==> src/logic/rob_pkg.sv <==
package rob_pkg;

    // one machine word, data or address
    typedef logic [31:0] xlen_t;

    // architectural register number
    typedef logic [4:0] reg_idx_t;

    // tag sized for the largest buffer, 16 entries
    localparam int ROB_TAG_W = 4;

    // index of one buffer entry
    typedef logic [ROB_TAG_W-1:0] rob_tag_t;

    // default entry count
    // top level passes it down as DEPTH
    localparam int ROB_DEPTH = 8;

    // what the entry does when it reaches the head
    typedef enum logic [1:0] {
        // result written to rd
        KIND_REG    = 2'd0,
        // memory write with handshake
        KIND_STORE  = 2'd1,
        // conditional branch, checked against prediction
        KIND_BRANCH = 2'd2
    } entry_kind_t;

    // store width
    typedef enum logic [1:0] {
        SIZE_B = 2'd0,
        SIZE_H = 2'd1,
        SIZE_W = 2'd2
    } mem_size_t;

endpackage

==> src/logic/rob_alloc_ctrl.sv <==
`timescale 1ns/1ps

module rob_alloc_ctrl #(
    parameter int DEPTH = 8
) (
    input  logic              alu_broadcast,
    input  logic              rst_n,
    input  logic              disp_valid,
    input  logic              retire,
    input  logic              flush,
    output logic              disp_ready,
    output rob_pkg::rob_tag_t head_tag,
    output rob_pkg::rob_tag_t tail_tag
);
    import rob_pkg::*;

    // count runs 0..DEPTH, one bit wider than the index
    localparam int CNT_W = $clog2(DEPTH) + 1;
    // last legal tag, pointers wrap after it
    localparam rob_tag_t LAST_TAG = rob_tag_t'(DEPTH - 1);

    logic [CNT_W-1:0] count;
    logic             accept;

    // no room when every entry is taken
    // flush cycle also blocks, pointers are being cleared
    assign disp_ready = (count != CNT_W'(DEPTH)) && !flush;
    assign accept     = disp_valid && disp_ready;

    always_ff @(posedge alu_broadcast or negedge rst_n) begin
        if (!rst_n) begin
            head_tag <= '0;
            tail_tag <= '0;
            count    <= '0;
        end else if (flush) begin
            // mispredict, drop everything, tags restart at 0
            head_tag <= '0;
            tail_tag <= '0;
            count    <= '0;
        end else begin
            if (accept) begin
                tail_tag <= (tail_tag == LAST_TAG) ? '0 : tail_tag + 1'b1;
            end
            if (retire) begin
                head_tag <= (head_tag == LAST_TAG) ? '0 : head_tag + 1'b1;
            end
            // occupancy, dispatch and retire in the same cycle cancel out
            case ({accept, retire})
                2'b10:   count <= count + 1'b1;
                2'b01:   count <= count - 1'b1;
                default: count <= count;
            endcase
        end
    end

endmodule

==> src/logic/rob_entry_table.sv <==
`timescale 1ns/1ps

module rob_entry_table #(
    parameter int DEPTH = 8
) (
    input  logic                 alu_broadcast,
    input  logic                 rst_n,
    // dispatch write at the tail
    input  logic                 disp_we,
    input  rob_pkg::rob_tag_t    tail_tag,
    input  rob_pkg::entry_kind_t disp_kind,
    input  rob_pkg::reg_idx_t    disp_rd,
    input  rob_pkg::mem_size_t   disp_size,
    input  rob_pkg::xlen_t       disp_pc,
    input  logic                 disp_pred_taken,
    // alu result bus
    input  logic                 alu_wb_valid,
    input  rob_pkg::rob_tag_t    alu_wb_tag,
    input  rob_pkg::xlen_t       alu_wb_value,
    input  rob_pkg::xlen_t       alu_wb_target,
    // load/store result bus
    input  logic                 lsb_wb_valid,
    input  rob_pkg::rob_tag_t    lsb_wb_tag,
    input  rob_pkg::xlen_t       lsb_wb_value,
    input  rob_pkg::xlen_t       lsb_wb_addr,
    // head side
    input  rob_pkg::rob_tag_t    head_tag,
    input  logic                 retire,
    input  logic                 flush,
    output logic                 head_ready,
    output rob_pkg::entry_kind_t head_kind,
    output rob_pkg::reg_idx_t    head_rd,
    output rob_pkg::mem_size_t   head_size,
    output rob_pkg::xlen_t       head_pc,
    output logic                 head_pred_taken,
    output rob_pkg::xlen_t       head_value,
    output rob_pkg::xlen_t       head_target,
    output rob_pkg::xlen_t       head_addr
);
    import rob_pkg::*;

    localparam int IDX_W = $clog2(DEPTH);

    // per-entry fields
    entry_kind_t kind_q   [DEPTH];
    reg_idx_t    rd_q     [DEPTH];
    mem_size_t   size_q   [DEPTH];
    xlen_t       pc_q     [DEPTH];
    logic        pred_q   [DEPTH];
    xlen_t       value_q  [DEPTH];
    xlen_t       target_q [DEPTH];
    xlen_t       addr_q   [DEPTH];
    logic [DEPTH-1:0] ready_q;

    // tags never exceed DEPTH-1, low bits are the array index
    logic [IDX_W-1:0] tail_idx;
    logic [IDX_W-1:0] head_idx;
    logic [IDX_W-1:0] alu_idx;
    logic [IDX_W-1:0] lsb_idx;

    assign tail_idx = tail_tag[IDX_W-1:0];
    assign head_idx = head_tag[IDX_W-1:0];
    assign alu_idx  = alu_wb_tag[IDX_W-1:0];
    assign lsb_idx  = lsb_wb_tag[IDX_W-1:0];

    always_ff @(posedge alu_broadcast) begin
        if (disp_we) begin
            kind_q[tail_idx] <= disp_kind;
            rd_q[tail_idx]   <= disp_rd;
            size_q[tail_idx] <= disp_size;
            pc_q[tail_idx]   <= disp_pc;
            pred_q[tail_idx] <= disp_pred_taken;
        end
        // result, or actual direction in bit 0 for a branch
        if (alu_wb_valid && !flush) begin
            value_q[alu_idx]  <= alu_wb_value;
            target_q[alu_idx] <= alu_wb_target;
        end
        // load data, or store data plus address
        if (lsb_wb_valid && !flush) begin
            value_q[lsb_idx] <= lsb_wb_value;
            addr_q[lsb_idx]  <= lsb_wb_addr;
        end
    end

    // ready bits double as the valid bits of the entries
    always_ff @(posedge alu_broadcast or negedge rst_n) begin
        if (!rst_n) begin
            ready_q <= '0;
        end else if (flush) begin
            // late writebacks of flushed entries are dropped here too
            ready_q <= '0;
        end else begin
            if (disp_we) begin
                ready_q[tail_idx] <= 1'b0;
            end
            if (retire) begin
                ready_q[head_idx] <= 1'b0;
            end
            // the two buses never share a tag in one cycle
            if (alu_wb_valid) begin
                ready_q[alu_idx] <= 1'b1;
            end
            if (lsb_wb_valid) begin
                ready_q[lsb_idx] <= 1'b1;
            end
        end
    end

    // head read-out, empty buffer shows as not ready
    assign head_ready      = ready_q[head_idx];
    assign head_kind       = kind_q[head_idx];
    assign head_rd         = rd_q[head_idx];
    assign head_size       = size_q[head_idx];
    assign head_pc         = pc_q[head_idx];
    assign head_pred_taken = pred_q[head_idx];
    assign head_value      = value_q[head_idx];
    assign head_target     = target_q[head_idx];
    assign head_addr       = addr_q[head_idx];

endmodule

==> src/logic/rob_commit.sv <==
`timescale 1ns/1ps

module rob_commit (
    input  logic                 alu_broadcast,
    input  logic                 rst_n,
    // head entry
    input  logic                 head_ready,
    input  rob_pkg::entry_kind_t head_kind,
    input  rob_pkg::reg_idx_t    head_rd,
    input  rob_pkg::mem_size_t   head_size,
    input  rob_pkg::xlen_t       head_pc,
    input  logic                 head_pred_taken,
    input  rob_pkg::xlen_t       head_value,
    input  rob_pkg::xlen_t       head_target,
    input  rob_pkg::xlen_t       head_addr,
    input  rob_pkg::rob_tag_t    head_tag,
    input  logic                 store_ready,
    // strobes back to pointers and table
    output logic                 retire,
    output logic                 flush,
    // register file
    output logic                 reg_commit_valid,
    output rob_pkg::reg_idx_t    reg_commit_rd,
    output rob_pkg::xlen_t       reg_commit_value,
    output rob_pkg::rob_tag_t    reg_commit_tag,
    // memory write
    output logic                 store_valid,
    output rob_pkg::xlen_t       store_addr,
    output rob_pkg::xlen_t       store_data,
    output rob_pkg::mem_size_t   store_size,
    // fetch redirect
    output logic                 redirect_valid,
    output rob_pkg::xlen_t       redirect_pc
);
    import rob_pkg::*;

    logic  commit_go;
    logic  is_reg;
    logic  is_store;
    logic  is_branch;
    logic  mispredict;
    logic  launch_store;
    logic  store_done;
    xlen_t fix_pc;

    // head may commit only while no store is out on the bus
    assign commit_go = head_ready && !store_valid;

    assign is_reg    = (head_kind == KIND_REG);
    assign is_store  = (head_kind == KIND_STORE);
    assign is_branch = (head_kind == KIND_BRANCH);

    // actual direction sits in bit 0 of the result
    assign mispredict = head_value[0] != head_pred_taken;

    assign launch_store = commit_go && is_store;
    assign store_done   = store_valid && store_ready;

    // wrong guess, go where the branch really went
    assign fix_pc = head_value[0] ? head_target : head_pc + 32'd4;

    assign flush = commit_go && is_branch && mispredict;

    // store retires on its handshake, not on launch
    // unknown kinds just drain so the buffer cannot lock up
    assign retire = (commit_go && !is_store && !flush) || store_done;

    always_ff @(posedge alu_broadcast or negedge rst_n) begin
        if (!rst_n) begin
            reg_commit_valid <= 1'b0;
            store_valid      <= 1'b0;
            redirect_valid   <= 1'b0;
        end else begin
            reg_commit_valid <= commit_go && is_reg;
            redirect_valid   <= flush;
            // held until memory takes it
            if (launch_store) begin
                store_valid <= 1'b1;
            end else if (store_done) begin
                store_valid <= 1'b0;
            end
        end
    end

    // payloads, only meaningful next to their valids
    always_ff @(posedge alu_broadcast) begin
        if (commit_go && is_reg) begin
            reg_commit_rd    <= head_rd;
            reg_commit_value <= head_value;
            reg_commit_tag   <= head_tag;
        end
        // fields frozen for the whole store handshake
        if (launch_store) begin
            store_addr <= head_addr;
            store_data <= head_value;
            store_size <= head_size;
        end
        if (flush) begin
            redirect_pc <= fix_pc;
        end
    end

endmodule

==> src/logic/rob_top.sv <==
`timescale 1ns/1ps

module rob_top #(
    parameter int DEPTH = rob_pkg::ROB_DEPTH
) (
    input  logic                 alu_broadcast,
    input  logic                 rst_n,
    // dispatch from decoder
    input  logic                 disp_valid,
    input  rob_pkg::entry_kind_t disp_kind,
    input  rob_pkg::reg_idx_t    disp_rd,
    input  rob_pkg::mem_size_t   disp_size,
    input  rob_pkg::xlen_t       disp_pc,
    input  logic                 disp_pred_taken,
    output logic                 disp_ready,
    output rob_pkg::rob_tag_t    disp_tag,
    // alu writeback
    input  logic                 alu_wb_valid,
    input  rob_pkg::rob_tag_t    alu_wb_tag,
    input  rob_pkg::xlen_t       alu_wb_value,
    input  rob_pkg::xlen_t       alu_wb_target,
    // lsb writeback
    input  logic                 lsb_wb_valid,
    input  rob_pkg::rob_tag_t    lsb_wb_tag,
    input  rob_pkg::xlen_t       lsb_wb_value,
    input  rob_pkg::xlen_t       lsb_wb_addr,
    // register commit
    output logic                 reg_commit_valid,
    output rob_pkg::reg_idx_t    reg_commit_rd,
    output rob_pkg::xlen_t       reg_commit_value,
    output rob_pkg::rob_tag_t    reg_commit_tag,
    // store commit
    output logic                 store_valid,
    output rob_pkg::xlen_t       store_addr,
    output rob_pkg::xlen_t       store_data,
    output rob_pkg::mem_size_t   store_size,
    input  logic                 store_ready,
    // redirect to fetch
    output logic                 redirect_valid,
    output rob_pkg::xlen_t       redirect_pc
);
    import rob_pkg::*;

    logic        disp_we;
    logic        retire;
    logic        flush;
    rob_tag_t    head_tag;
    logic        head_ready;
    entry_kind_t head_kind;
    reg_idx_t    head_rd;
    mem_size_t   head_size;
    xlen_t       head_pc;
    logic        head_pred_taken;
    xlen_t       head_value;
    xlen_t       head_target;
    xlen_t       head_addr;

    // accepted dispatch
    assign disp_we = disp_valid && disp_ready;

    // tail pointer is the tag handed to the decoder
    rob_alloc_ctrl #(
        .DEPTH (DEPTH)
    ) u_alloc (
        .alu_broadcast (alu_broadcast),
        .rst_n         (rst_n),
        .disp_valid    (disp_valid),
        .retire        (retire),
        .flush         (flush),
        .disp_ready    (disp_ready),
        .head_tag      (head_tag),
        .tail_tag      (disp_tag)
    );

    rob_entry_table #(
        .DEPTH (DEPTH)
    ) u_table (
        .alu_broadcast   (alu_broadcast),
        .rst_n           (rst_n),
        .disp_we         (disp_we),
        .tail_tag        (disp_tag),
        .disp_kind       (disp_kind),
        .disp_rd         (disp_rd),
        .disp_size       (disp_size),
        .disp_pc         (disp_pc),
        .disp_pred_taken (disp_pred_taken),
        .alu_wb_valid    (alu_wb_valid),
        .alu_wb_tag      (alu_wb_tag),
        .alu_wb_value    (alu_wb_value),
        .alu_wb_target   (alu_wb_target),
        .lsb_wb_valid    (lsb_wb_valid),
        .lsb_wb_tag      (lsb_wb_tag),
        .lsb_wb_value    (lsb_wb_value),
        .lsb_wb_addr     (lsb_wb_addr),
        .head_tag        (head_tag),
        .retire          (retire),
        .flush           (flush),
        .head_ready      (head_ready),
        .head_kind       (head_kind),
        .head_rd         (head_rd),
        .head_size       (head_size),
        .head_pc         (head_pc),
        .head_pred_taken (head_pred_taken),
        .head_value      (head_value),
        .head_target     (head_target),
        .head_addr       (head_addr)
    );

    rob_commit u_commit (
        .alu_broadcast    (alu_broadcast),
        .rst_n            (rst_n),
        .head_ready       (head_ready),
        .head_kind        (head_kind),
        .head_rd          (head_rd),
        .head_size        (head_size),
        .head_pc          (head_pc),
        .head_pred_taken  (head_pred_taken),
        .head_value       (head_value),
        .head_target      (head_target),
        .head_addr        (head_addr),
        .head_tag         (head_tag),
        .store_ready      (store_ready),
        .retire           (retire),
        .flush            (flush),
        .reg_commit_valid (reg_commit_valid),
        .reg_commit_rd    (reg_commit_rd),
        .reg_commit_value (reg_commit_value),
        .reg_commit_tag   (reg_commit_tag),
        .store_valid      (store_valid),
        .store_addr       (store_addr),
        .store_data       (store_data),
        .store_size       (store_size),
        .redirect_valid   (redirect_valid),
        .redirect_pc      (redirect_pc)
    );

endmodule

==> config.mk <==
export PLATFORM = sky130hd
export DESIGN_NAME = rob_top
export DESIGN_NICKNAME = d
export VERILOG_FILES = /design/src/logic/rob_pkg.sv /design/src/logic/rob_alloc_ctrl.sv /design/src/logic/rob_entry_table.sv /design/src/logic/rob_commit.sv /design/src/logic/rob_top.sv
export SDC_FILE = /design/constraint.sdc
export NUM_CORES = 1
export LEC_CHECK = 0
export BUFFER_PORTS_ARGS = -buffer_cell sky130_fd_sc_hd__buf_2
export CORE_MARGIN = 8
export CORE_UTILIZATION = 55
export DETAILED_ROUTE_END_ITERATION = 10
export GPL_TIMING_DRIVEN = 0
export PLACE_DENSITY = 0.7
export SLEW_MARGIN = 25
export SYNTH_ARGS = -nofsm -noshare
export SYNTH_HDL_FRONTEND = slang
export SYNTH_HIERARCHICAL = 1
export SYNTH_SLANG_ARGS = --single-unit
==> constraint.sdc <==
create_clock -name alu_broadcast -period 29.5 [get_ports alu_broadcast]
set_clock_uncertainty 0.15 [all_clocks]
set_input_delay 2.95 -clock alu_broadcast [delete_from_list [all_inputs] [get_ports alu_broadcast]]
set_output_delay 2.95 -clock alu_broadcast [all_outputs]
set_load 0.01 [all_outputs]
# Word-level counts from Yosys, hierarchy flattened
# Memories as Yosys holds them, arrays and structs flattened. A register that Yosys moved wholly into a read port is not among the register bits.
# Cells that the tools add are included.
# Widths: inputs -> output; s select.
# word_totals
memories,8
reg_bits,123
elab_cells,106
out_inout_bits,147
in_bits,184
ram_bits,1104
# mem_list
name,depth,word_bits,read_ports,rd_ports_with_merged_regs,write_ports,line_no,text
u_table.addr_q,8,32,1,1,1,rob_entry_table.sv:52,xlen_t addr_q [DEPTH];
u_table.pc_q,8,32,1,0,1,rob_entry_table.sv:48,xlen_t pc_q [DEPTH];
u_table.target_q,8,32,1,0,1,rob_entry_table.sv:51,xlen_t target_q [DEPTH];
u_table.value_q,8,32,1,0,2,rob_entry_table.sv:50,xlen_t value_q [DEPTH];
u_table.rd_q,8,5,1,1,1,rob_entry_table.sv:46,reg_idx_t rd_q [DEPTH];
u_table.kind_q,8,2,1,0,1,rob_entry_table.sv:45,entry_kind_t kind_q [DEPTH];
+2 memories,n/a,n/a,n/a,n/a,n/a,n/a,
# op_classes
addsub,5
order_cmp,8
reduce_logical,25
bitwise_logic,6
n_mux,35
n_eq_ne,8
# ops
op,count
$mux 8,8
$add 32x3->32 const B,1
$mux 32,1
$mux 4,7
$and 8x8->8,2
$logic_and 1x1->1,16
$lt 3x4->1 const B,4
$not 8->8,2
$or 8x8->8,2
$mux 1,13
$add 4x1->4 const B,3
$demux 1 s3,4
$ge 3x1->1 const B,4
$eq 4x3->1 const B,2
$pmux 4 s2,1
$reduce_bool 2->1,3
$eq 2x1->1 const B,2
$eq 2x2->1 const B,2
$ne 4x4->1 const B,1
$sub 4x1->4 const B,1
$bmux 1 s3,1
$logic_not 1->1,3
$reduce_bool 3->1,1
$logic_not 2->1,1
2 further kinds,2

# Longest topological paths before layout
# Gate-level depths: netlist (run 1).
# logic_depth
depth_word,19
ltp_mapped,16

# Hierarchy
# The synthesis (run 1) kept the hierarchy.
# by_module_without_submodules
module,cells_each,area_each_um2,instances
rob_entry_table,1977,45112.0,1
rob_commit,300,5212.5,1
rob_alloc_ctrl,76,730.7,1
rob_top,1,6.3,1

# Worst setup path after synthesis (run 1)
# No wires, ideal clock.
# synth_timing
path_type,register to output
start,reg u_alloc.head_tag[0]
end,out disp_ready
stages_incl_launch_ff,11
arrival_time_ps,7074
n_path_buf,5
slack_ps,19326
path_cell_list,dfrtp_1 > clkbuf_1 > clkbuf_1 > buf_2 > mux4_2 > mux2_2 > clkbuf_1 > xnor2_1 > nor4b_1 > clkbuf_1 > nor2b_1
# synth_rtl
element,line_no,text
from (decl),rob_alloc_ctrl.sv:12,"output rob_pkg::rob_tag_t head_tag,"
from (signal assigned),rob_alloc_ctrl.sv:45,head_tag <= (head_tag == LAST_TAG) ? '0 : head_tag + 1'b1;
$mem_v2 8x32,n/a,
net head_value[0],rob_top.sv:54,xlen_t head_value;
$ne 1x1->1,rob_commit.sv:54,assign mispredict = head_value[0] != head_pred_taken;
$logic_and 1x1->1,rob_commit.sv:62,assign flush = commit_go && is_branch && mispredict;
net flush,rob_top.sv:46,logic flush;
$logic_not 1->1,rob_alloc_ctrl.sv:27,assign disp_ready = (count != CNT_W'(DEPTH)) && !flush;
$logic_and 1x1->1,rob_alloc_ctrl.sv:27,
to (decl),rob_top.sv:15,"output logic disp_ready,"
# The timed path passes the listed nets, and every way through them passes these cells. The select of a mux whose other input is x is not followed.

# Worst setup path after layout (run 1)
# layout_timing
start,reg u_alloc.head_tag[2]
end,out disp_ready
# The elaborated chain is that of the path after synthesis.

==> results of run 1 <==
synth_stat cells (17+ instances only):
cell type / number
buf_2: 53
clkbuf_1: 45
o21ai_0: 18
mux2_2: 371
xor2_1: 22
nand2_1: 61
nor2_1: 24
mux4_2: 278
inv_1: 21
dfrtp_1: 23
edfxtp_1: 1243
mux2_4: 27
nand4_1: 17
power groups by stage:
stage	registers, mW	logic, mW	clock network (mW)
after floorplan	2.41	1.03	0
after global placement	2.40	1.61	0
after detailed placement	2.38	1.71	0
after CTS	2.34	1.72	1.62
after global routing	2.36	1.81	1.68
final	2.34	1.70	1.59
sequential cells by signal (all words and copies together) (netlist names), 16 cells and up:
signal and cells:
u_table/addr_q 256, u_table/pc_q 256, u_table/target_q 256, u_table/value_q 256, u_table/rd_q 40, u_commit/redirect_pc 32
u_commit/reg_commit_value 32, u_commit/store_addr 32, u_commit/store_data 32, u_table/kind_q 16, u_table/size_q 16
worst paths after layout:
| kind | startpoint | to | slack (ns) | depth (start not counted) |
|---|---|---|---|---|
| min in group asynchronous | rst_n | u_alloc/tail_tag[3]$_DFFE_PN0P_ | 2.11 | 1 |
| setup reg to reg | u_alloc/head_tag[2]$_DFFE_PN0P_ | u_table/value_q[3][10]$_DFFE_PP_ | 22.19 | 15 |
| setup / recovery | u_alloc/head_tag[2]$_DFFE_PN0P_ | disp_ready | 20.80 | 12 |
| hold reg to reg | u_alloc/head_tag[3]$_DFFE_PN0P_ | u_commit/reg_commit_tag[3]$_DFFE_PP_ | 0.36 | 0 |
| hold / removal | u_alloc/head_tag[3]$_DFFE_PN0P_ | u_commit/reg_commit_tag[3]$_DFFE_PP_ | 0.36 | 0 |
| max in group asynchronous | rst_n | u_table/ready_q[0]$_DFF_PN0_ | 26.68 | 1 |
final cells by class:
type | instances | area [µm²] | share of cell area, %
inverters | 23 | 86.3 | 0.145
plain buffers | 118 | 562 | 0.941
clock inverters | 73 | 606 | 1.01
clock buffers | 161 | 3550 | 5.94
diodes | 29 | 72.6 | 0.122
well taps | 1243 | 1560 | 2.60
flip-flops and latches | 1266 | 37900 | 63.5
repair buffers | 398 | 2690 | 4.51
multi-input cells | 947 | 12700 | 21.2
cell families (layout without fill, tap and decap cells):
| kind of cell | after synthesis | count (layout) | share of synthesized area (%) |
|---|---|---|---|
| DFF | 1266 | 1266 | 74.2 |
| muxes | 679 | 679 | 21.3 |
| and+or+nand+nor | 170 | 170 | 1.78 |
| buffers and inverters | 141 | 773 | 1.24 |
| AOI/OAI and AO/OA | 59 | 59 | 0.733 |
| xor gates and xnor gates | 33 | 33 | 0.566 |
| adders and majority gates | 6 | 6 | 0.162 |
| other | 0 | 29 | 0 |
worst max-delay path: stages (launching register included):
cell and delay, ns:
dfrtp_1 0.44, buf_2 0.41, clkbuf_2 0.55, buf_1 0.69, mux4_2 0.41, mux2_2 0.37
clkbuf_1 0.30, xnor2_1 0.27, nor4b_2 0.41, buf_2 0.29, clkbuf_1 0.44, nor2b_1 0.12
buf_2 0.17
cell usage in the layout, fill, tap and decap left out, drive strengths merged, types with 7 or more instances in the layout:
| master | count |
|---|---|
| mux4 | 278 |
| inv | 25 |
| xnor2 | 11 |
| nand2 | 61 |
| xor2 | 22 |
| buf | 471 |
| nor3 | 7 |
| clkinv | 56 |
| nand4 | 17 |
| o21ai | 32 |
| bufinv | 10 |
| mux2 | 398 |
| nand2b | 10 |
| nor2 | 24 |
| diode | 29 |
| nand3 | 16 |
| edfxtp | 1243 |
| dfrtp | 23 |
| clkbuf | 206 |
routing by layer:
layer | vias to the layer above | track usage [%]
met2 | 1150 | 39.9
met4 | 28 | 6.64
met1 | 13500 | 31.7
met5 | - | 0
met3 | 221 | 6.77
li1 | 10900 | -
metrics by stage:
stage	area, µm²	cells	utilization (%)
2_1_floorplan	51100	2354	-
3_3_place_gp	54300	3925	59.1
3_5_place_dp	55500	3995	60.4
4_1_cts	59600	4229	65.0
5_1_grt	59700	4237	65.0
6_report	59700	4258	65.0
==> metrics, run 1 <==
max-slew violation count=0; Clock Power Share=28.2%; netlist area before placement=51100 µm²; leading area contributor after synthesis=edfxtp_1; most frequently used flop master after synthesis=edfxtp_1; initial standard-cell utilization of the core=55.6%; number of warnings reported in the yosys synthesis log=6; part of the total power dissipated in combinational logic=30.2%; setup repair after global routing missed its margin=no; number of vias after detailed routing=25800; Detailed Route WL=126 mm; Internal=3.95 mW; uppermost layer routed=met5; die boundary height=321 µm; WL met1=49.6 mm; Fillers=6060; vias in the first global route=26900; number of nets at the end of the flow=3076; synthesis-to-layout area growth=16.9%; Tot Pwr=5.64 mW; Worst setup SP type=flip-flop; mean post-synth cell area=21.7 µm²; placeable core region=91800 µm²; iteration-0 DRC count of the detailed router=2663; cts bufs inserted=132; source-to-sink clock delay at the later pin of the worst-skew pair=0.72 ns; drt first pass iters=5; Die Area=103000 µm²; Clock transition at path regs=0.06 ns; clock period minus worst slack=8.70 ns; Critical Path RT=26.40 ns; number of setup violations in the final report=0; number of hold buffers added after cts=0; fraction of power consumed by sequential logic=41.6%; share of async-settable or async-resettable flops after synthesis=1.82%; power per standard cell area=94.5 nW/µm²; sequential share of the synthesized area=74.2%; number of failing hold endpoints at the final stage=0; half-perimeter wire length after placement=83.2 mm; initial antenna violation count=57; library cells used by synthesis=59; Worst setup EP type=output pin; Post-synth EDFFs=1243; number of buffers added on ports=328; Yosys top cell area share=73.1%; DRC violations left=0; Detail Route met2 WL=62.2 mm; transition time at the pin with the least slew margin=1.14 ns; Die Wd=321 µm; CP Max Fanout=10; wire length of the first global-routing pass=180 mm; top cells by area in the synthesized netlist=edfxtp_1 (73%), mux4_2 (12%), mux2_2 (8.2%); post-route fraction of the period consumed by the critical path=29.5%; sum of met3 wire segment lengths after detailed routing=11.1 mm; VDD IR max=0.0746 mV; post-cts sizing count=0; post-synthesis net count=2544; post-CTS setup buffer count=0; Lkg Pwr=19.9 nW; number of buffers on the longest clock path=3; CTS H-tree lvls=4; fraction of final layout cells with drive strength greater than 1=45.5%; total gr overflow=0; number of nets still failing antenna checks after routing=0; overall fraction of global-route tracks in use=24.2%; switching part of the total power=30.0%; total I/O pin count=331; number of cell rows=111; outcome=complete, no violations; root buffer selected by CTS=clkbuf_16; Worst EP arrival=5.60 ns; final estimated routing congestion in global placement=0.875; WS Path Type=reg2out; path class of the lowest-slack min-delay path=reg2reg; worst hold slack=0.357 ns; post-detailed-route wirelength per cell=29.5 µm; maxcap violations=0; slew margin rel.=23.4%; Num Clock Sinks=1266; TritonCTS clock tree=done; aggregate negative setup slack=0 ns; gate count after technology mapping=2354; Max Fclk=115 MHz; minimum setup slack in the final design=20.80 ns; setup slack after placement=21.55 ns; largest net degree at the start of global routing=42; switching power=1.69 mW; count of state elements after synthesis=1266; routed vias/inst=6.06
(Power assumes the default switching activity.)
==> run 2: changes to the inputs <==
PLACE_DENSITY = 0.73   (was 0.7)
clock period = 7.3 ns   (was 29.5 ns; I/O delays follow)
==> run 2 against run 1 <==
  * Clock power rose to 4.0 times the previous value
  * Global-route usage up 0.11 points
  * Clock-buffer cell count rose by 4
  * Non-clock buffer count up 1
  * Critical path type is now reg2reg
  * Largest power group unchanged
==> metrics, run 2 (same netlist as run 1, synthesis figures left out) <==
outcome=complete, no violations; CTS H-tree lvls=4; setup repair after global routing missed its margin=no; path class of the lowest-slack min-delay path=in2reg; commonest non-fill, non-tap cell in the layout=edfxtp_1; Worst EP arrival=7.50 ns; cts bufs inserted=130; iteration-0 DRC count of the detailed router=2732; final estimated routing congestion in global placement=0.825; Detailed Route WL=126 mm; WS Path Type=reg2reg; switching part of the total power=30.3%; VDD IR max=0.292 mV; number of failing hold endpoints at the final stage=0; number of buffers added on ports=328; TritonCTS clock tree=done; Worst setup SP type=flip-flop; clock period minus worst slack=6.99 ns; number of cell rows=111; fraction of final layout cells with drive strength greater than 1=45.5%; drt first pass iters=5; Internal=15.8 mW; instance count after placement with tap cells included=3995; CP Max Fanout=10; part of the total power dissipated in combinational logic=30.1%; root buffer selected by CTS=clkbuf_16; Fillers=5958; slew margin rel.=26.3%; number of buffers on the longest clock path=3; number of nets at the end of the flow=3075; half-perimeter wire length after placement=83.0 mm; die boundary height=321 µm; number of nets still failing antenna checks after routing=0; Worst setup EP type=flip-flop; number of vias after detailed routing=25900; placeable core region=91800 µm²; largest net degree at the start of global routing=42; power per standard cell area=380 nW/µm²; minimum setup slack in the final design=0.309 ns; transition time at the pin with the least slew margin=1.11 ns; Clock transition at path regs=0.06 ns; final standard cell count with taps included and fillers excluded=4263; total I/O pin count=331; Num Clock Sinks=1266; fraction of power consumed by sequential logic=41.7%; commonest cells after routing, fill and taps aside=edfxtp_1 (1243), buf_2 (377), mux2_2 (371), mux4_2 (278), clkbuf_16 (131); Max Fclk=143 MHz; overall fraction of global-route tracks in use=24.3%; Clock Power Share=28.2%; Critical Path RT=7.81 ns; Lkg Pwr=19.9 nW; aggregate negative setup slack=0 ns; synthesis-to-layout area growth=17.1%; total gr overflow=0; Die Wd=321 µm; maxcap violations=0; initial standard-cell utilization of the core=55.6%; number of setup violations in the final report=0; setup slack after placement=0.226 ns; routed vias/inst=6.09; initial antenna violation count=57; max-slew violation count=0; vias in the first global route=27000; source-to-sink clock delay at the later pin of the worst-skew pair=0.74 ns; post-route fraction of the period consumed by the critical path=95.8%; switching power=6.89 mW; wire length of the first global-routing pass=181 mm; post-detailed-route wirelength per cell=29.5 µm; DRC violations left=0; Die Area=103000 µm²
[run 2: cell types whose count changed in the layout (fill, tap and decap cells not counted), moves of 2 or more]
cell,delta
bufinv_16,-2
buf_6,+3
buf_12,+3
clkinv_8,+9
clkinv_1,-11
buf_8,+2
diode_2,+5
inv_16,+3
clkbuf_1,+10
clkinvlp_4,-3
inv_6,-2
buf_2,-7
clkbuf_16,-6
buf_16,-2
[run 2: path summary, 6_finish.rpt]
kind                       slack (ns)                                   to  cells past startpoint                             from
max                              0.31         u_alloc/count[3]$_DFFE_PN0P_                     17  u_alloc/head_tag[2]$_DFFE_PN0P_
min                              0.10       u_table/addr_q[6][5]$_DFFE_PP_                      1                   lsb_wb_addr[5]
max reg2reg                      0.31         u_alloc/count[3]$_DFFE_PN0P_                     17  u_alloc/head_tag[2]$_DFFE_PN0P_
min reg2reg                      0.38      u_alloc/tail_tag[3]$_DFFE_PN0P_                      1  u_alloc/tail_tag[3]$_DFFE_PN0P_
max in group asynchronous        6.16         u_alloc/count[0]$_DFFE_PN0P_                      2                            rst_n
min in group asynchronous        0.40  u_commit/reg_commit_valid$_DFF_PN0_                      2                            rst_n
[run 2: through the flow]
stage	area, µm²	total power [mW]	hold WS, ns	util [%]
after floorplan	51100	13.9	0.284	-
after global placement	54300	16.1	0.345	59.1
after detailed placement	55500	16.5	0.359	60.5
after CTS	59700	22.9	0.0494	65.0
after global routing	59700	23.5	0.0872	65.1
final	59800	22.7	0.102	65.1
[run 2: repair_timing]
| item | CTS | global route |
|---|---|---|
| endpoints found under the setup margin | 0 | 26 |
| hold buffers | 1 | 0 |
| gates resized for setup | 0 | 3 |
| buffers inserted | 0 | 0 |
| hold endpoints to repair | 23 | 0 |
[run 2: worst max-delay path: stages (launching register included)]
cell	delay, ns
dfrtp_1	0.44
buf_2	0.45
clkdlybuf4s15_1	0.79
clkbuf_1	0.73
mux4_2	0.43
mux2_2	0.36
clkbuf_1	0.28
xnor2_1	0.35
nor4b_4	0.15
buf_4	0.19
o31ai_1	0.64
clkbuf_1	0.50
and2_1	0.29
ha_1	0.20
nand3_1	0.12
and2_1	0.18
or4b_1	0.50
nand4_1	0.12
[run 2: power groups by stage]
stage	Sequential [mW]	Combinational (mW)	Clock, mW
6_report	9.48	6.84	6.40
5_1_grt	9.54	7.25	6.76
4_1_cts	9.48	6.89	6.50
3_5_place_dp	9.62	6.85	0
3_3_place_gp	9.71	6.39	0
2_1_floorplan	9.73	4.17	0
[run 2: area by class of cell]
class | instances | area (µm²) | share of cell area, %
plain buffers | 118 | 567 | 0.948
inverters | 23 | 86.3 | 0.144
well taps | 1243 | 1560 | 2.60
multi-input cells | 947 | 12700 | 21.2
clock inverters | 68 | 703 | 1.18
flip-flops and latches | 1266 | 37900 | 63.4
repair buffers | 399 | 2740 | 4.59
clock buffers | 165 | 3440 | 5.75
diodes | 34 | 85.1 | 0.142
[run 2: metal layers]
layer / global-route usage [%] / share of wire, %
met5: 0 / 0.071
met1: 31.6 / 38
met4: 7.47 / 2.5
met2: 39.8 / 50
met3: 6.95 / 9.3
==> run 3: changes to the inputs <==
==> constraint.sdc (replaced) <==
create_clock -name alu_broadcast -period 7.3 [get_ports alu_broadcast]
set_clock_uncertainty 0.15 [all_clocks]
set_input_delay 1.095 -clock alu_broadcast [delete_from_list [all_inputs] [get_ports alu_broadcast]]
set_output_delay 1.095 -clock alu_broadcast [all_outputs]
set_load 0.01 [all_outputs]
==> run 3 against run 2 <==
  * Die area is the same
  * Largest power group unchanged
  * Critical path depth shrank 5
  * Sequential cell count is the same
  * Critical path type is now reg2out
==> metrics, run 3 (same netlist as run 1, synthesis figures left out) <==
commonest cells after routing, fill and taps aside=edfxtp_1 (1243), buf_2 (377), mux2_2 (371), mux4_2 (278), clkbuf_16 (131); clock period minus worst slack=7.06 ns; maxcap violations=0; GRT Max-Usage Layer=met2; number of failing hold endpoints at the final stage=0; outcome=complete, no violations; Die Area=103000 µm²; post-detailed-route wirelength per cell=29.6 µm; power per standard cell area=380 nW/µm²; setup repair after global routing missed its margin=no; total gr overflow=0; fraction of final layout cells with drive strength greater than 1=45.6%; half-perimeter wire length after placement=83.0 mm; R2R Setup Slk=0.41 ns; Fillers=5958; endpoint of the lowest-slack register-to-register path=u_table/value_q[3][18]$_DFFE_PP_; overall fraction of global-route tracks in use=24.3%; WS Path Type=reg2out; max-slew violation count=0; final design utilization=65.1%; Worst setup SP type=flip-flop; cts bufs inserted=130; Max Fclk=142 MHz; met3 Resource Use GR=6.95%; transition time at the pin with the least slew margin=1.09 ns; VDD IR max=0.292 mV; number of nets at the end of the flow=3073; number of nets still failing antenna checks after routing=0; slew margin rel.=27.1%; final estimated routing congestion in global placement=0.825; routed vias/inst=6.11; number of buffers added on ports=328; Die Wd=321 µm; number of hold buffers added after cts=0; GRT met2 Usage=39.8%; path class of the lowest-slack min-delay path=in2async; post-CTS setup buffer count=0; worst reg2reg path depth=12; total I/O pin count=331; post-route fraction of the period consumed by the critical path=96.7%; number of cell rows=111; number of buffers on the longest clock path=3; wire length of the first global-routing pass=181 mm; TritonCTS clock tree=done; met1 usage=31.6%; Worst EP arrival=5.81 ns; DRC violations left=0; drt first pass iters=5; CTS H-tree lvls=4; Lkg Pwr=19.9 nW; number of vias after detailed routing=26000; initial standard-cell utilization of the core=55.6%; commonest non-fill, non-tap cell in the layout=edfxtp_1; initial antenna violation count=57; number of setup violations in the final report=0; die boundary height=321 µm; Detailed Route WL=126 mm; Num Clock Sinks=1266; root buffer selected by CTS=clkbuf_16; vias in the first global route=27000; iteration-0 DRC count of the detailed router=2731; Clock transition at path regs=0.06 ns; source-to-sink clock delay at the later pin of the worst-skew pair=0.74 ns; Critical R2R Launch=u_alloc/head_tag[2]$_DFFE_PN0P_; Critical Path RT=6.05 ns; synthesis-to-layout area growth=17.0%; largest net degree at the start of global routing=42; Worst setup EP type=output pin; worst hold slack=0.230 ns; placeable core region=91800 µm²; CP Max Fanout=10
[run 3: cell types whose count changed in the layout (fill, tap and decap cells not counted), sizes merged]
cell and delta:
clkbuf +1, diode -3, dlygate4sd3 -1, buf -1, clkdlybuf4s15 -1
[run 3: how the worst max path moves through the flow]
stage                                        end  cells after the start                       startpoint
5_1_grt                               disp_ready                     12  u_alloc/head_tag[2]$_DFFE_PN0P_
6_report                              disp_ready                     12  u_alloc/head_tag[2]$_DFFE_PN0P_
3_3_place_gp   u_commit/store_data[10]$_DFFE_PP_                      6  u_alloc/head_tag[2]$_DFFE_PN0P_
3_5_place_dp    u_table/value_q[3][18]$_DFFE_PP_                     12  u_alloc/head_tag[2]$_DFFE_PN0P_
4_1_cts                               disp_ready                     12  u_alloc/head_tag[2]$_DFFE_PN0P_
2_1_floorplan   u_commit/store_addr[0]$_DFFE_PP_                      6  u_alloc/head_tag[0]$_DFFE_PN0P_
[run 3: area by class of cell]
| cell class | count | area (µm²) | area share [%] |
|---|---|---|---|
| timing repair buffer | 398 | 2730 | 4.58 |
| multi-input combinational | 947 | 12700 | 21.2 |
| sequential | 1266 | 37900 | 63.4 |
| clock buffer | 165 | 3440 | 5.75 |
| clock inverter | 68 | 703 | 1.18 |
| inverter | 23 | 86.3 | 0.144 |
| antenna | 31 | 77.6 | 0.130 |
| tap | 1243 | 1560 | 2.60 |
| buffer | 117 | 558 | 0.934 |
[run 3: worst max-delay path: stages (launching register included)]
cell and delay [ns]:
dfrtp_1 0.43, buf_2 0.46, clkbuf_2 0.52, clkbuf_1 0.73, mux4_2 0.43, mux2_2 0.35, clkbuf_1 0.28, xnor2_1 0.25
nor4b_4 0.59, buf_4 0.27, clkbuf_1 0.41, nor2b_1 0.12, buf_2 0.19
[run 3: through the flow]
step	power, mW	setup TNS, ns	instances	cell area (µm²)	worst slack (ns)
detailed placement	16.5	0	3995	55500	0.226
global placement	16.1	-4321.33	3925	54300	-5.34
global route	23.5	0	4238	59700	0.0800
CTS	22.9	0	4228	59700	0.0821
floorplan	13.9	0	2354	51100	0.110
finish	22.7	0	4258	59700	0.242
[run 3: what timing repair did]
action,4_1_cts,5_1_grt
gates cloned,0,0
gates resized for setup,1,0
setup endpoints to repair,1,1
[run 3: metal layers]
layer | up-vias | routed length [µm]
li1 | 10900 | -
met1 | 13600 | 48400
met2 | 1215 | 62500
met3 | 231 | 11800
met4 | 20 | 3160
met5 | - | 105
[run 3: power breakdown]
group | switching [mW] | total [mW] | internal [mW]
sequential | 0.300 | 9.48 | 9.18
combinational | 3.84 | 6.83 | 2.99
clock | 2.74 | 6.40 | 3.66
